--- src/ein_pkg.sv ---
package ein_pkg;

	// ############################
	// Serial timing
	// ############################

	localparam int CLK_DIV   = 8;	// Cycles per bit phase, thousands on silicon
	localparam int CLK_DIV_W = 4;	// Phase counter width

	// ############################
	// Ring buffer geometry
	// ############################

	localparam int BUF_DEPTH = 16;
	localparam int ADDR_W    = 4;
	localparam int PTR_W     = ADDR_W + 1;	// Extra wrap bit tells full from empty

	typedef logic [7:0]        byte_t;
	typedef logic [ADDR_W-1:0] addr_t;
	typedef logic [PTR_W-1:0]  ptr_t;

	// Frame FSM, four phases per bit
	typedef enum logic [2:0] {
		ST_IDLE,
		ST_START,
		ST_NEG1,
		ST_NEG2,
		ST_POS1,
		ST_POS2,
		ST_FRAG_WAIT
	} tx_state_t;

endpackage

--- src/ein_mem_if.sv ---
interface ein_mem_if;
	import ein_pkg::*;

	logic  req;
	logic  we;
	addr_t addr;
	byte_t wdata;
	logic  gnt;
	byte_t rdata;

	// Client side, holds req and fields until gnt
	modport requester (output req, we, addr, wdata, input gnt, rdata);

	// Arbiter side, mirror of requester
	modport arbiter (input req, we, addr, wdata, output gnt, rdata);

	// Storage side
	modport memory (input we, addr, wdata, output rdata);

endinterface

--- src/ein_byte_fetch.sv ---
module ein_byte_fetch (
	input  logic           clk,
	input  logic           bit_ctr_reset,
	input  ein_pkg::ptr_t  wr_ptr,
	output ein_pkg::ptr_t  rd_ptr,
	output ein_pkg::byte_t head_byte,
	output logic           empty,
	input  logic           pop,
	ein_mem_if.requester   fetch_bus
);
	import ein_pkg::*;

	logic  head_valid;
	byte_t head_q;
	logic  ring_has_data;

	assign ring_has_data = (rd_ptr != wr_ptr);

	// ############################
	// Refill request
	// ############################

	// Only asks while the head is invalid, so never two cycles in a row
	assign fetch_bus.req   = ~head_valid & ring_has_data;
	assign fetch_bus.we    = 1'b0;
	assign fetch_bus.addr  = rd_ptr[ADDR_W-1:0];
	assign fetch_bus.wdata = '0;

	always_ff @(posedge clk) begin
		if (bit_ctr_reset) begin
			head_valid <= 1'b0;
			rd_ptr     <= '0;
		end else begin
			if (fetch_bus.gnt) begin
				head_valid <= 1'b1;
				rd_ptr     <= rd_ptr + 1'b1;
			end else if (pop) begin
				head_valid <= 1'b0;	// Refill starts next cycle
			end
		end
	end

	// Head payload, loaded straight from the read port
	always_ff @(posedge clk) begin
		if (fetch_bus.gnt) begin
			head_q <= fetch_bus.rdata;
		end
	end

	assign head_byte = head_q;
	assign empty     = ~head_valid;

endmodule

--- src/ein_frame_buffer.sv ---
module ein_frame_buffer (
	input logic        clk,
	ein_mem_if.memory  mem_bus
);
	import ein_pkg::*;

	byte_t mem [BUF_DEPTH];

	// ############################
	// Storage
	// ############################

	always_ff @(posedge clk) begin
		if (mem_bus.we) begin
			mem[mem_bus.addr] <= mem_bus.wdata;
		end
	end

	// Read is combinational, data valid in the grant cycle
	assign mem_bus.rdata = mem[mem_bus.addr];

endmodule

--- src/ein_host_writer.sv ---
module ein_host_writer (
	input  logic           clk,
	input  logic           bit_ctr_reset,
	input  logic           wr_en,
	input  ein_pkg::byte_t wr_data,
	output logic           full,
	input  ein_pkg::ptr_t  rd_ptr,
	output ein_pkg::ptr_t  wr_ptr,
	ein_mem_if.requester   write_bus
);
	import ein_pkg::*;

	logic  pend_valid;
	byte_t pend_data;
	ptr_t  fill;
	logic  ring_full;
	logic  accept;

	// Occupancy, wrap bit set once BUF_DEPTH bytes are held
	assign fill      = wr_ptr - rd_ptr;
	assign ring_full = fill[PTR_W-1];

	assign full   = pend_valid | ring_full;
	assign accept = wr_en & ~full;

	// Pending byte stays on the bus until granted
	assign write_bus.req   = pend_valid;
	assign write_bus.we    = 1'b1;
	assign write_bus.addr  = wr_ptr[ADDR_W-1:0];
	assign write_bus.wdata = pend_data;

	always_ff @(posedge clk) begin
		if (bit_ctr_reset) begin
			pend_valid <= 1'b0;
			wr_ptr     <= '0;
		end else begin
			if (accept) begin
				pend_valid <= 1'b1;
			end else if (write_bus.gnt) begin
				pend_valid <= 1'b0;
				wr_ptr     <= wr_ptr + 1'b1;	// Byte is in memory at this edge
			end
		end
	end

	// Payload register
	always_ff @(posedge clk) begin
		if (accept) begin
			pend_data <= wr_data;
		end
	end

endmodule

--- src/ein_mem_arbiter.sv ---
module ein_mem_arbiter (
	input logic            clk,
	input logic            bit_ctr_reset,
	ein_mem_if.arbiter     fetch_bus,
	ein_mem_if.arbiter     write_bus,
	ein_mem_if.requester   mem_bus
);
	logic last_win_fetch;	// Fetch owned the port last cycle

	// Fixed priority, fetch refill latency sets serial timing
	assign fetch_bus.gnt = fetch_bus.req;
	assign write_bus.gnt = write_bus.req & ~fetch_bus.req;

	// Read data goes back to both sides, only the granted one uses it
	assign fetch_bus.rdata = mem_bus.rdata;
	assign write_bus.rdata = mem_bus.rdata;

	always_comb begin
		if (fetch_bus.req) begin
			mem_bus.req   = 1'b1;
			mem_bus.we    = fetch_bus.we;
			mem_bus.addr  = fetch_bus.addr;
			mem_bus.wdata = fetch_bus.wdata;
		end else begin
			mem_bus.req   = write_bus.req;
			mem_bus.we    = write_bus.req & write_bus.we;	// No stray writes when idle
			mem_bus.addr  = write_bus.addr;
			mem_bus.wdata = write_bus.wdata;
		end
	end

	always_ff @(posedge clk) begin
		if (bit_ctr_reset) begin
			last_win_fetch <= 1'b0;
		end else begin
			last_win_fetch <= fetch_bus.gnt;
		end
	end

endmodule

--- src/ein_serializer.sv ---
module ein_serializer (
	input  logic           clk,
	input  logic           bit_ctr_reset,
	input  ein_pkg::byte_t head_byte,
	input  logic           empty,
	output logic           pop,
	input  logic           start_tx,
	input  logic           fragment,
	output logic           emo,
	output logic           edi,
	output logic           eci
);
	import ein_pkg::*;

	tx_state_t            state;
	tx_state_t            next_state;
	logic [CLK_DIV_W-1:0] phase_cnt;
	logic [2:0]           bit_cnt;
	logic                 next_emo;
	logic                 next_edi;
	logic                 next_eci;
	logic                 bit_inc;
	logic                 bit_clr;
	logic                 phase_end;
	logic                 phase_pop;

	assign phase_end = (phase_cnt == CLK_DIV_W'(CLK_DIV - 1));
	assign phase_pop = (phase_cnt == CLK_DIV_W'(CLK_DIV - 3));

	// Last bit advances the counter, head is released to the fetch unit
	assign pop = bit_inc & (bit_cnt == 3'd7);

	// ############################
	// State and line registers
	// ############################

	always_ff @(posedge clk) begin
		if (bit_ctr_reset) begin
			state     <= ST_IDLE;
			phase_cnt <= '0;
			bit_cnt   <= '0;
			emo       <= 1'b0;
			edi       <= 1'b0;
			eci       <= 1'b0;
		end else begin
			state <= next_state;
			emo   <= next_emo;
			edi   <= next_edi;
			eci   <= next_eci;
			if (next_state != state) begin
				phase_cnt <= '0;	// Each phase starts from zero
			end else begin
				phase_cnt <= phase_cnt + 1'b1;
			end
			if (bit_clr) begin
				bit_cnt <= '0;
			end else if (bit_inc) begin
				bit_cnt <= bit_cnt + 1'b1;
			end
		end
	end

	// ############################
	// Next state and line values
	// ############################

	always_comb begin
		next_state = state;
		next_emo   = 1'b1;	// High through the whole frame
		next_edi   = 1'b0;
		next_eci   = 1'b0;
		bit_inc    = 1'b0;
		bit_clr    = 1'b0;
		case (state)
			ST_IDLE: begin
				next_emo = start_tx;	// emo rises the cycle after the strobe
				if (start_tx) begin
					next_state = ST_START;
				end
			end
			ST_START: begin
				bit_clr = 1'b1;
				if (phase_end) begin
					next_state = ST_NEG1;
				end
			end
			ST_NEG1: begin
				next_edi = edi;
				if (phase_end) begin
					next_state = ST_NEG2;
				end
			end
			ST_NEG2: begin
				next_edi = head_byte[bit_cnt];	// LSB first
				if (phase_end) begin
					next_state = ST_POS1;
				end
			end
			ST_POS1: begin
				next_eci = 1'b1;
				next_edi = head_byte[bit_cnt];
				if (phase_end) begin
					next_state = ST_POS2;
				end
			end
			ST_POS2: begin
				next_eci = 1'b1;
				next_edi = edi;
				if (phase_pop) begin
					bit_inc = 1'b1;
				end else if (phase_end) begin
					// Two cycles after the pop, empty reflects the refill
					if (empty && fragment) begin
						next_state = ST_FRAG_WAIT;
					end else if (empty) begin
						next_state = ST_IDLE;
					end else begin
						next_state = ST_NEG1;
					end
				end
			end
			ST_FRAG_WAIT: begin
				if (start_tx) begin
					next_state = ST_START;
				end
			end
			default: begin
				next_state = ST_IDLE;
			end
		endcase
	end

endmodule

--- src/ein_top.sv ---
module ein_top (
	input  logic           clk,
	input  logic           bit_ctr_reset,
	input  logic           wr_en,
	input  ein_pkg::byte_t wr_data,
	output logic           full,
	input  logic           start_tx,
	input  logic           fragment,
	output logic           emo,
	output logic           edi,
	output logic           eci
);
	import ein_pkg::*;

	ptr_t  wr_ptr;
	ptr_t  rd_ptr;
	byte_t head_byte;
	logic  empty;
	logic  pop;

	ein_mem_if fetch_bus ();
	ein_mem_if write_bus ();
	ein_mem_if mem_bus ();

	// ############################
	// Buffer side
	// ############################

	ein_mem_arbiter i_arbiter (
		.clk           (clk),
		.bit_ctr_reset (bit_ctr_reset),
		.fetch_bus     (fetch_bus.arbiter),
		.write_bus     (write_bus.arbiter),
		.mem_bus       (mem_bus.requester)
	);

	ein_frame_buffer i_buffer (
		.clk     (clk),
		.mem_bus (mem_bus.memory)
	);

	ein_host_writer i_writer (
		.clk           (clk),
		.bit_ctr_reset (bit_ctr_reset),
		.wr_en         (wr_en),
		.wr_data       (wr_data),
		.full          (full),
		.rd_ptr        (rd_ptr),
		.wr_ptr        (wr_ptr),
		.write_bus     (write_bus.requester)
	);

	ein_byte_fetch i_fetch (
		.clk           (clk),
		.bit_ctr_reset (bit_ctr_reset),
		.wr_ptr        (wr_ptr),
		.rd_ptr        (rd_ptr),
		.head_byte     (head_byte),
		.empty         (empty),
		.pop           (pop),
		.fetch_bus     (fetch_bus.requester)
	);

	// Serial line side
	ein_serializer i_serializer (
		.clk           (clk),
		.bit_ctr_reset (bit_ctr_reset),
		.head_byte     (head_byte),
		.empty         (empty),
		.pop           (pop),
		.start_tx      (start_tx),
		.fragment      (fragment),
		.emo           (emo),
		.edi           (edi),
		.eci           (eci)
	);

endmodule

--- config.mk ---
export PLATFORM = sky130hd
export DESIGN_NAME = ein_top
export DESIGN_NICKNAME = d
export VERILOG_FILES = /design/src/ein_pkg.sv /design/src/ein_mem_if.sv /design/src/ein_byte_fetch.sv /design/src/ein_frame_buffer.sv /design/src/ein_host_writer.sv /design/src/ein_mem_arbiter.sv /design/src/ein_serializer.sv /design/src/ein_top.sv
export SDC_FILE = /design/constraint.sdc
export NUM_CORES = 1
export LEC_CHECK = 0
export ABC_AREA = 1
export BUFFER_PORTS_ARGS = -buffer_cell sky130_fd_sc_hd__buf_2
export CAP_MARGIN = 20
export CORE_ASPECT_RATIO = 2
export CORE_MARGIN = 5
export CORE_UTILIZATION = 58
export CTS_BUF_LIST = sky130_fd_sc_hd__clkbuf_4 sky130_fd_sc_hd__clkbuf_8
export DETAILED_ROUTE_END_ITERATION = 6
export GPL_TIMING_DRIVEN = 1
export PLACE_DENSITY = 0.9
export SLEW_MARGIN = 10
export SYNTH_ARGS = -nofsm -noshare
export SYNTH_HDL_FRONTEND = slang
export SYNTH_SLANG_ARGS = --single-unit
--- constraint.sdc ---
create_clock -name clk -period 2.6 [get_ports clk]
set_clock_uncertainty 0.2 [all_clocks]
set_input_delay 0.52 -clock clk [delete_from_list [all_inputs] [get_ports clk]]
set_output_delay 0.52 -clock clk [all_outputs]
set_load 0.02 [all_outputs]
==> summary.txt, run 1 <==
Run status
  – Run status: finished, violations left
  – Violations in the final reports: negative setup slack

Critical path
  – R2R depth: 12
  – Required time of the critical path: ~1.9 ns
  – Critical path capture point type: output pin
  – Maximum cell stage delay along the critical path: 0.37 ns
  – Critical Setup Path Class: register to output pin
  – Most common cell on crit path: sky130_fd_sc_hd__nand3_2
  – Kind of start point of the critical path: register
  – Arrival time of the worst setup path: approximately 1.9 ns
  – Series of cell instances along the critical path: inv_4 -> ha_4 -> a21oi_2 -> nor2_1 -> nor2_2 -> nand2_1 -> nand3_2 -> nand3_2 -> buf_6
  – Standard cell with the maximum stage delay on the critical path: sky130_fd_sc_hd__dfxtp_4
  – Largest fanout on the critical path: 3

Final layout
  – Area growth, synth to finish: 15.08%
  – Inserted Diodes: 0
  – Finished Core Util: about two thirds
  – Total number of nets in the final design: between 800 and 900
  – Share of post-route cells with drive strength above 1: between 15 and 20%

Timing
  – Maximum clock frequency: between 300 and 400 MHz
  – Post-route clock period utilization: 100.6%
  – Max Slew Vio Count: 0
  – Worst hold slack after final layout: 0.02627 ns
  – Actual transition at the worst max-transition pin: between 0.4 and 0.5 ns
  – Number of endpoints failing setup at the final stage: 1
  – Clock period minus final worst setup slack: ~2.6 ns
  – Number of hold-slack violations in the final timing report: 0
  – Crit path setup slack, layout: -0.01666 ns
  – Unrepaired setup endpoints after global routing: yes
  – Worst slew slack as a fraction of its limit: 72.45%

Clock tree
  – Clock latency on the worst-skew pair: 0.48 ns
  – TritonCTS Buffers: 17
  – CTS clk-pin slew, worst paths: approximately 0.090 ns
  – CTS H-Tree Depth: 4
  – Sinks on the clock net: around 170
  – Clock root buffer master: sky130_fd_sc_hd__clkbuf_8
  – Maximum root-to-sink buffer count: 2
  – TritonCTS clock tree: yes

Placement
  – HPWL after detailed placement: ~12,000 um
  – Global placement routability congestion: approximately 0.94
  – Post-Place Setup Slack: -0.02248 ns
  – IO buf count: 16

GRT
  – Via count of the first global-routing pass: approximately 5,700
  – Total global routing overflow: 0
  – First-pass GRT wire length: between 20,000 and 30,000 um
  – Global Route Usage Sum: around 24%
  – Antenna violations before repair: 0
  – Pin count of the biggest net entering global routing: 59

Yosys
  – Cell accounting for the most synthesized area: sky130_fd_sc_hd__edfxtp_1
  – Number of instances in the synthesized netlist: around 800
  – Mapped cell area: 0.007582 mm^2
  – Count of synthesis-stage warnings from yosys: 0
  – Most used flip-flop cell after synthesis: sky130_fd_sc_hd__edfxtp_1
  – Top cells by area in the synthesized netlist: sky130_fd_sc_hd__edfxtp_1 57%, sky130_fd_sc_hd__nand2_1 15%, sky130_fd_sc_hd__dfxtp_1 6.6%
  – Synthesized flop and latch total: 169
  – Seq/Total Area, Yosys: a little under two thirds
  – Number of synthesized flops with an enable pin: approximately 140
  – Per-instance average area after synthesis: just under 10 um^2
  – Number of unique standard cell types used by synthesis: 33
  – Post-Syn Nets: between 800 and 900
  – Synth async-reset ratio: 0%
  – Commonest cells in the synthesized netlist: 313 x sky130_fd_sc_hd__nand2_1, 144 x sky130_fd_sc_hd__edfxtp_1, 82 x sky130_fd_sc_hd__nand3_1
  – Top cell type's share of synthesized area: a little under three fifths
  – Most instantiated library cell after synthesis: sky130_fd_sc_hd__nand2_1

Detailed routing
  – Routed vias: between 5,000 and 6,000
  – Total wirelength of the detailed-routed design: about 20,000 um
  – Number of nets with antenna violations after routing: 0
  – Per-cell routed wire length: slightly below 20 um
  – Average vias per placed instance: a little under 6
  – # DRC: 0
  – Drt first-iter violations: 730
  – DRT Pass-1 Iters: 5

Worst hold path
  – Cell count of the worst hold path: 1
  – Worst Hold Class: input port to register

Die
  – Die footprint: approximately 0.016 mm^2
  – Die width: roughly 90 um
  – Initial Util: 58.69%
  – Site row count: between 50 and 60
  – Die height: between 150 and 200 um
  – Boundary pin count: 17
  – Area of the core: 0.01292 mm^2

Job
  – Maxcap violations: 0
[area by class of cell]
class	count	area [um^2]
Clock buffer	18	241.5
Fill cell	829	4193
Tap cell	152	190.2
Clock inverter	14	133.9
Multi-Input combinational cell	514	2429
Sequential cell	169	4833
Inverter	63	241.5
Timing Repair Buffer	75	656.9
[routing by layer]
metal	track usage, %	share of wire (%)
met2	46.06	54
met3	4.026	6.4
met4	15.01	7.1
met5	0	0
met1	24.08	32
[critical path: cells and delay by family (launching register included)]
family | cells | cell delay, ns
AOI/OAI and AO/OA | 1 | 0.13
adders and majority gates | 1 | 0.22
buffers and inverters | 2 | 0.25
DFF | 1 | 0.37
and+or+nand+nor | 5 | 0.45
[cell usage in the layout, fill, tap and decap left out, types with 3 or more instances in the layout]
cell type,count
sky130_fd_sc_hd__a21oi_1,15
sky130_fd_sc_hd__buf_12,4
sky130_fd_sc_hd__buf_2,15
sky130_fd_sc_hd__buf_4,46
sky130_fd_sc_hd__buf_6,7
sky130_fd_sc_hd__clkbuf_8,17
sky130_fd_sc_hd__dfxtp_1,20
sky130_fd_sc_hd__dfxtp_2,4
sky130_fd_sc_hd__edfxtp_1,144
sky130_fd_sc_hd__ha_1,8
sky130_fd_sc_hd__inv_1,55
sky130_fd_sc_hd__inv_2,6
sky130_fd_sc_hd__inv_6,8
sky130_fd_sc_hd__nand2_1,310
sky130_fd_sc_hd__nand2_2,4
sky130_fd_sc_hd__nand2_8,3
sky130_fd_sc_hd__nand3_1,78
sky130_fd_sc_hd__nand3_2,4
sky130_fd_sc_hd__nand4_1,4
sky130_fd_sc_hd__nor2_1,31
sky130_fd_sc_hd__nor2_2,9
sky130_fd_sc_hd__nor2_4,3
sky130_fd_sc_hd__nor3_1,7
sky130_fd_sc_hd__o21ai_0,21
[worst paths after layout]
path                                  start                     endpoint  slack (ns)
hold / removal                   wr_data[1]  i_writer.write_bus.wdata[1]        0.03
setup / recovery          i_fetch.rd_ptr[1]                         full       -0.02
setup reg to reg          i_fetch.rd_ptr[2]          i_buffer.mem[11][1]        0.02
hold reg to reg   i_serializer.phase_cnt[0]    i_serializer.phase_cnt[0]        0.28
[sequential cells by signal, indices dropped and copies added (netlist names)]
signal	count
i_serializer.phase_cnt	4
i_fetch.head_valid	1
i_writer.wr_ptr	5
i_serializer.emo	1
i_serializer.edi	1
i_serializer.bit_cnt	3
i_fetch.head_byte	8
i_fetch.rd_ptr	5
i_serializer.state	3
i_buffer.mem	128
i_writer.write_bus.req	1
i_writer.write_bus.wdata	8
i_serializer.eci	1
[per-stage QoR]
step	cell area (um^2)	TNS, ns	instances
CTS	8544	0	1001
global route	8726	-2.119	1005
detailed placement	8142	-0.4719	969
global placement	8142	0	969
floorplan	7592	-3.387	778
finish	8726	-0.01666	1005
[logic make-up after synthesis]
family / synth area share [%]
buffers and inverters: 5.710
XOR/XNOR: 0.2311
flip-flops: 63.63
adder cells (fa/ha/maj): 1.650
AO/OA/AOI/OAI: 3.169
AND/OR/NAND/NOR: 25.61
[what timing repair did]
item / in CTS / in global routing
gates resized for setup: 9 / 27
hold buffers: 0 / 0
buffers inserted: 0 / 2
pin swaps: 3 / 6
gates cloned: 0 / 2
endpoints found under the setup margin: 105 / 129
Power of run 1 is left out: the tool's default activity adds up to more than one toggle a clock period on the data nets, which glitch-free logic cannot reach.
==> run 2: changes to the inputs <==
--- a/config.mk
+++ b/config.mk
@@ -10,12 +10,11 @@
 export CAP_MARGIN = 20
 export CORE_ASPECT_RATIO = 2
 export CORE_MARGIN = 5
-export CORE_UTILIZATION = 58
-export CTS_BUF_LIST = sky130_fd_sc_hd__clkbuf_4 sky130_fd_sc_hd__clkbuf_8
+export CORE_UTILIZATION = 56
 export DETAILED_ROUTE_END_ITERATION = 6
 export GPL_TIMING_DRIVEN = 1
-export PLACE_DENSITY = 0.9
-export SLEW_MARGIN = 10
+export PLACE_DENSITY = 0.87
+export SLEW_MARGIN = 30
 export SYNTH_ARGS = -nofsm -noshare
 export SYNTH_HDL_FRONTEND = slang
 export SYNTH_SLANG_ARGS = --single-unit
==> run 2 against run 1 <==
The flow now finishes without violations. Count of clock-buffer cells in the layout stayed put. Cell area is 2.0% higher. Sequential cell count stayed put. Worst hold slack better by 0.040 ns. Critical path depth stayed put. Wire length is 3.2% lower. Worst setup slack better by 0.067 ns.
==> summary.txt, run 2 (synthesis gave the netlist of run 1 again) <==
GRT
  – Via count of the first global-routing pass: roughly 5,800
  – Total global routing overflow: 0
  – Antenna violations before repair: 0
  – First-pass GRT wire length: between 20,000 and 30,000 um
  – Global Route Usage Sum: between 20% and 30%
  – Pin count of the biggest net entering global routing: a little under 50

Detailed routing
  – Average vias per placed instance: slightly below 6
  – DRT Pass-1 Iters: 6
  – Per-cell routed wire length: approximately 19 um
  – # DRC: 0
  – Routed vias: 5,894
  – Drt first-iter violations: 867
  – Total wirelength of the detailed-routed design: ~19,000 um
  – Number of nets with antenna violations after routing: 0

Timing
  – Actual transition at the worst max-transition pin: 0.3725 ns
  – Maximum clock frequency: a little under 400 MHz
  – Number of hold-slack violations in the final timing report: 0
  – Post-route clock period utilization: 98.06%
  – Final total negative setup slack: 0 ns
  – Worst slew slack as a fraction of its limit: between 70% and 80%
  – Clock period minus final worst setup slack: ~2.5 ns
  – Number of endpoints failing setup at the final stage: 0
  – Worst hold slack after final layout: around 0.066 ns
  – Max Slew Vio Count: 0

Placement
  – Global placement routability congestion: between 0.9 and 1
  – IO buf count: 16
  – HPWL after detailed placement: approximately 12,000 um
  – Cell count after placement: around 970

Critical path
  – Largest fanout on the critical path: 3
  – Reg-to-reg endpoint: i_buffer.mem[7][3]
  – Arrival time of the worst setup path: between 1.5 and 2 ns
  – Setup slack on the worst flop-to-flop path: about 0.05 ns
  – Origin of the critical flop-to-flop path: i_writer.wr_ptr[0]
  – End of the critical path: full
  – R2R depth: 11
  – Worst setup path start: i_fetch.rd_ptr[1]
  – Critical Setup Path Class: register to output pin
  – Required time of the critical path: approximately 1.9 ns
  – Critical path capture point type: output pin
  – Kind of start point of the critical path: register

Clock tree
  – CTS clk-pin slew, worst paths: around 0.060 ns
  – Clock latency on the worst-skew pair: ~0.43 ns
  – CTS H-Tree Depth: 4
  – Clock root buffer master: sky130_fd_sc_hd__clkbuf_16
  – TritonCTS Buffers: 17
  – Maximum root-to-sink buffer count: 2
  – Sinks on the clock net: between 150 and 200
  – TritonCTS clock tree: yes

Die
  – Area of the core: approximately 0.013 mm^2
  – Initial Util: between 50 and 60%
  – Die footprint: 0.01611 mm^2
  – Boundary pin count: 17
  – Die width: 92.28 um
  – Die height: between 150 and 200 um
  – Site row count: 60

Final layout
  – Filler cell count in the final layout: 893
  – Flip-flop count of the largest register, all copies and words added: approximately 130
  – Most frequent standard cell in the layout excluding fill and tap cells: sky130_fd_sc_hd__nand2_1
  – Finished Core Util: about two thirds
  – Final standard cell count with taps included and fillers excluded: between 1,000 and 1,500
  – Register with the most flip-flops: i_buffer.mem
  – Total number of nets in the final design: 860
  – Share of post-route cells with drive strength above 1: ~17%
  – Area growth, synth to finish: 17.39%
  – Inserted Diodes: 0
  – Commonest non-fill, non-tap cells in the layout: 308 x sky130_fd_sc_hd__nand2_1, 144 x sky130_fd_sc_hd__edfxtp_1, 78 x sky130_fd_sc_hd__nand3_1, 56 x sky130_fd_sc_hd__inv_1, 45 x sky130_fd_sc_hd__buf_4

Job
  – Maxcap violations: 0

Worst hold path
  – Worst Hold Class: input port to register

Run status
  – Run status: finished, final reports clean
[run 2: cell types whose count changed in the layout (fill, tap and decap cells not counted), moves of 3 or more]
cell / delta
sky130_fd_sc_hd__clkbuf_8: -17
sky130_fd_sc_hd__clkbuf_16: +17
sky130_fd_sc_hd__dfxtp_1: +3
sky130_fd_sc_hd__nor2_4: +5
sky130_fd_sc_hd__inv_6: -5
sky130_fd_sc_hd__nor2_2: -4
[run 2: critical path: stages, from the launching register on]
cell and delay (ns):
sky130_fd_sc_hd__dfxtp_2 0.34, sky130_fd_sc_hd__inv_1 0.08, sky130_fd_sc_hd__ha_4 0.25, sky130_fd_sc_hd__a21oi_2 0.12, sky130_fd_sc_hd__nor2_1 0.05, sky130_fd_sc_hd__nor2_1 0.15, sky130_fd_sc_hd__nand2_1 0.10, sky130_fd_sc_hd__nand3_2 0.08
sky130_fd_sc_hd__nand3_2 0.08, sky130_fd_sc_hd__buf_6 0.15
[run 2: per-layer routing]
layer  wire length (um)  GRT usage (%)  vias up
li1                   -              -     2682
met1               6288          24.47     2743
met2               9899          40.69      349
met3               1267          4.591      120
met4               1590          17.56        0
met5                  0              0        -
[run 2: stage by stage]
| stage | cell area [um^2] | setup slack (ns) |
|---|---|---|
| 2_1_floorplan | 7592 | -0.08404 |
| 3_3_place_gp | 8063 | 0.03074 |
| 3_5_place_dp | 8063 | -0.001140 |
| 4_1_cts | 8670 | 0.01516 |
| 5_1_grt | 8901 | -0.03020 |
| 6_report | 8901 | 0.05046 |
[run 2: area by class of cell]
| class | count | area, um^2 | area share, % |
|---|---|---|---|
| Multi-Input combinational cell | 515 | 2480 | 27.86 |
| Clock inverter | 13 | 145.1 | 1.631 |
| Timing Repair Buffer | 71 | 589.3 | 6.621 |
| Sequential cell | 169 | 4827 | 54.23 |
| Tap cell | 155 | 193.9 | 2.179 |
| Inverter | 63 | 236.5 | 2.657 |
| Clock buffer | 18 | 429.2 | 4.821 |
[run 2: worst min path at each step]
stage / startpoint / to / slack (ns) / depth (start not counted)
finish: wr_data[7] / i_writer.write_bus.wdata[7] / 0.07 / 1
global route: wr_data[5] / i_writer.write_bus.wdata[5] / 0.06 / 1
CTS: wr_data[6] / i_writer.write_bus.wdata[6] / 0.06 / 1
detailed placement: i_serializer.phase_cnt[0] / i_serializer.phase_cnt[0] / 0.27 / 1
global placement: i_serializer.phase_cnt[0] / i_serializer.phase_cnt[0] / 0.25 / 1
floorplan: i_serializer.phase_cnt[0] / i_serializer.phase_cnt[0] / 0.23 / 1
[run 2: what timing repair did]
| action | 4_1_cts | 5_1_grt |
|---|---|---|
| pin swaps | 1 | 9 |
| hold buffers | 0 | 0 |
| setup endpoints to repair | 25 | 137 |
| setup buffers | 0 | 3 |
| resized for setup | 7 | 31 |
| cloned | 0 | 4 |
Power of run 2 is left out for the same reason.
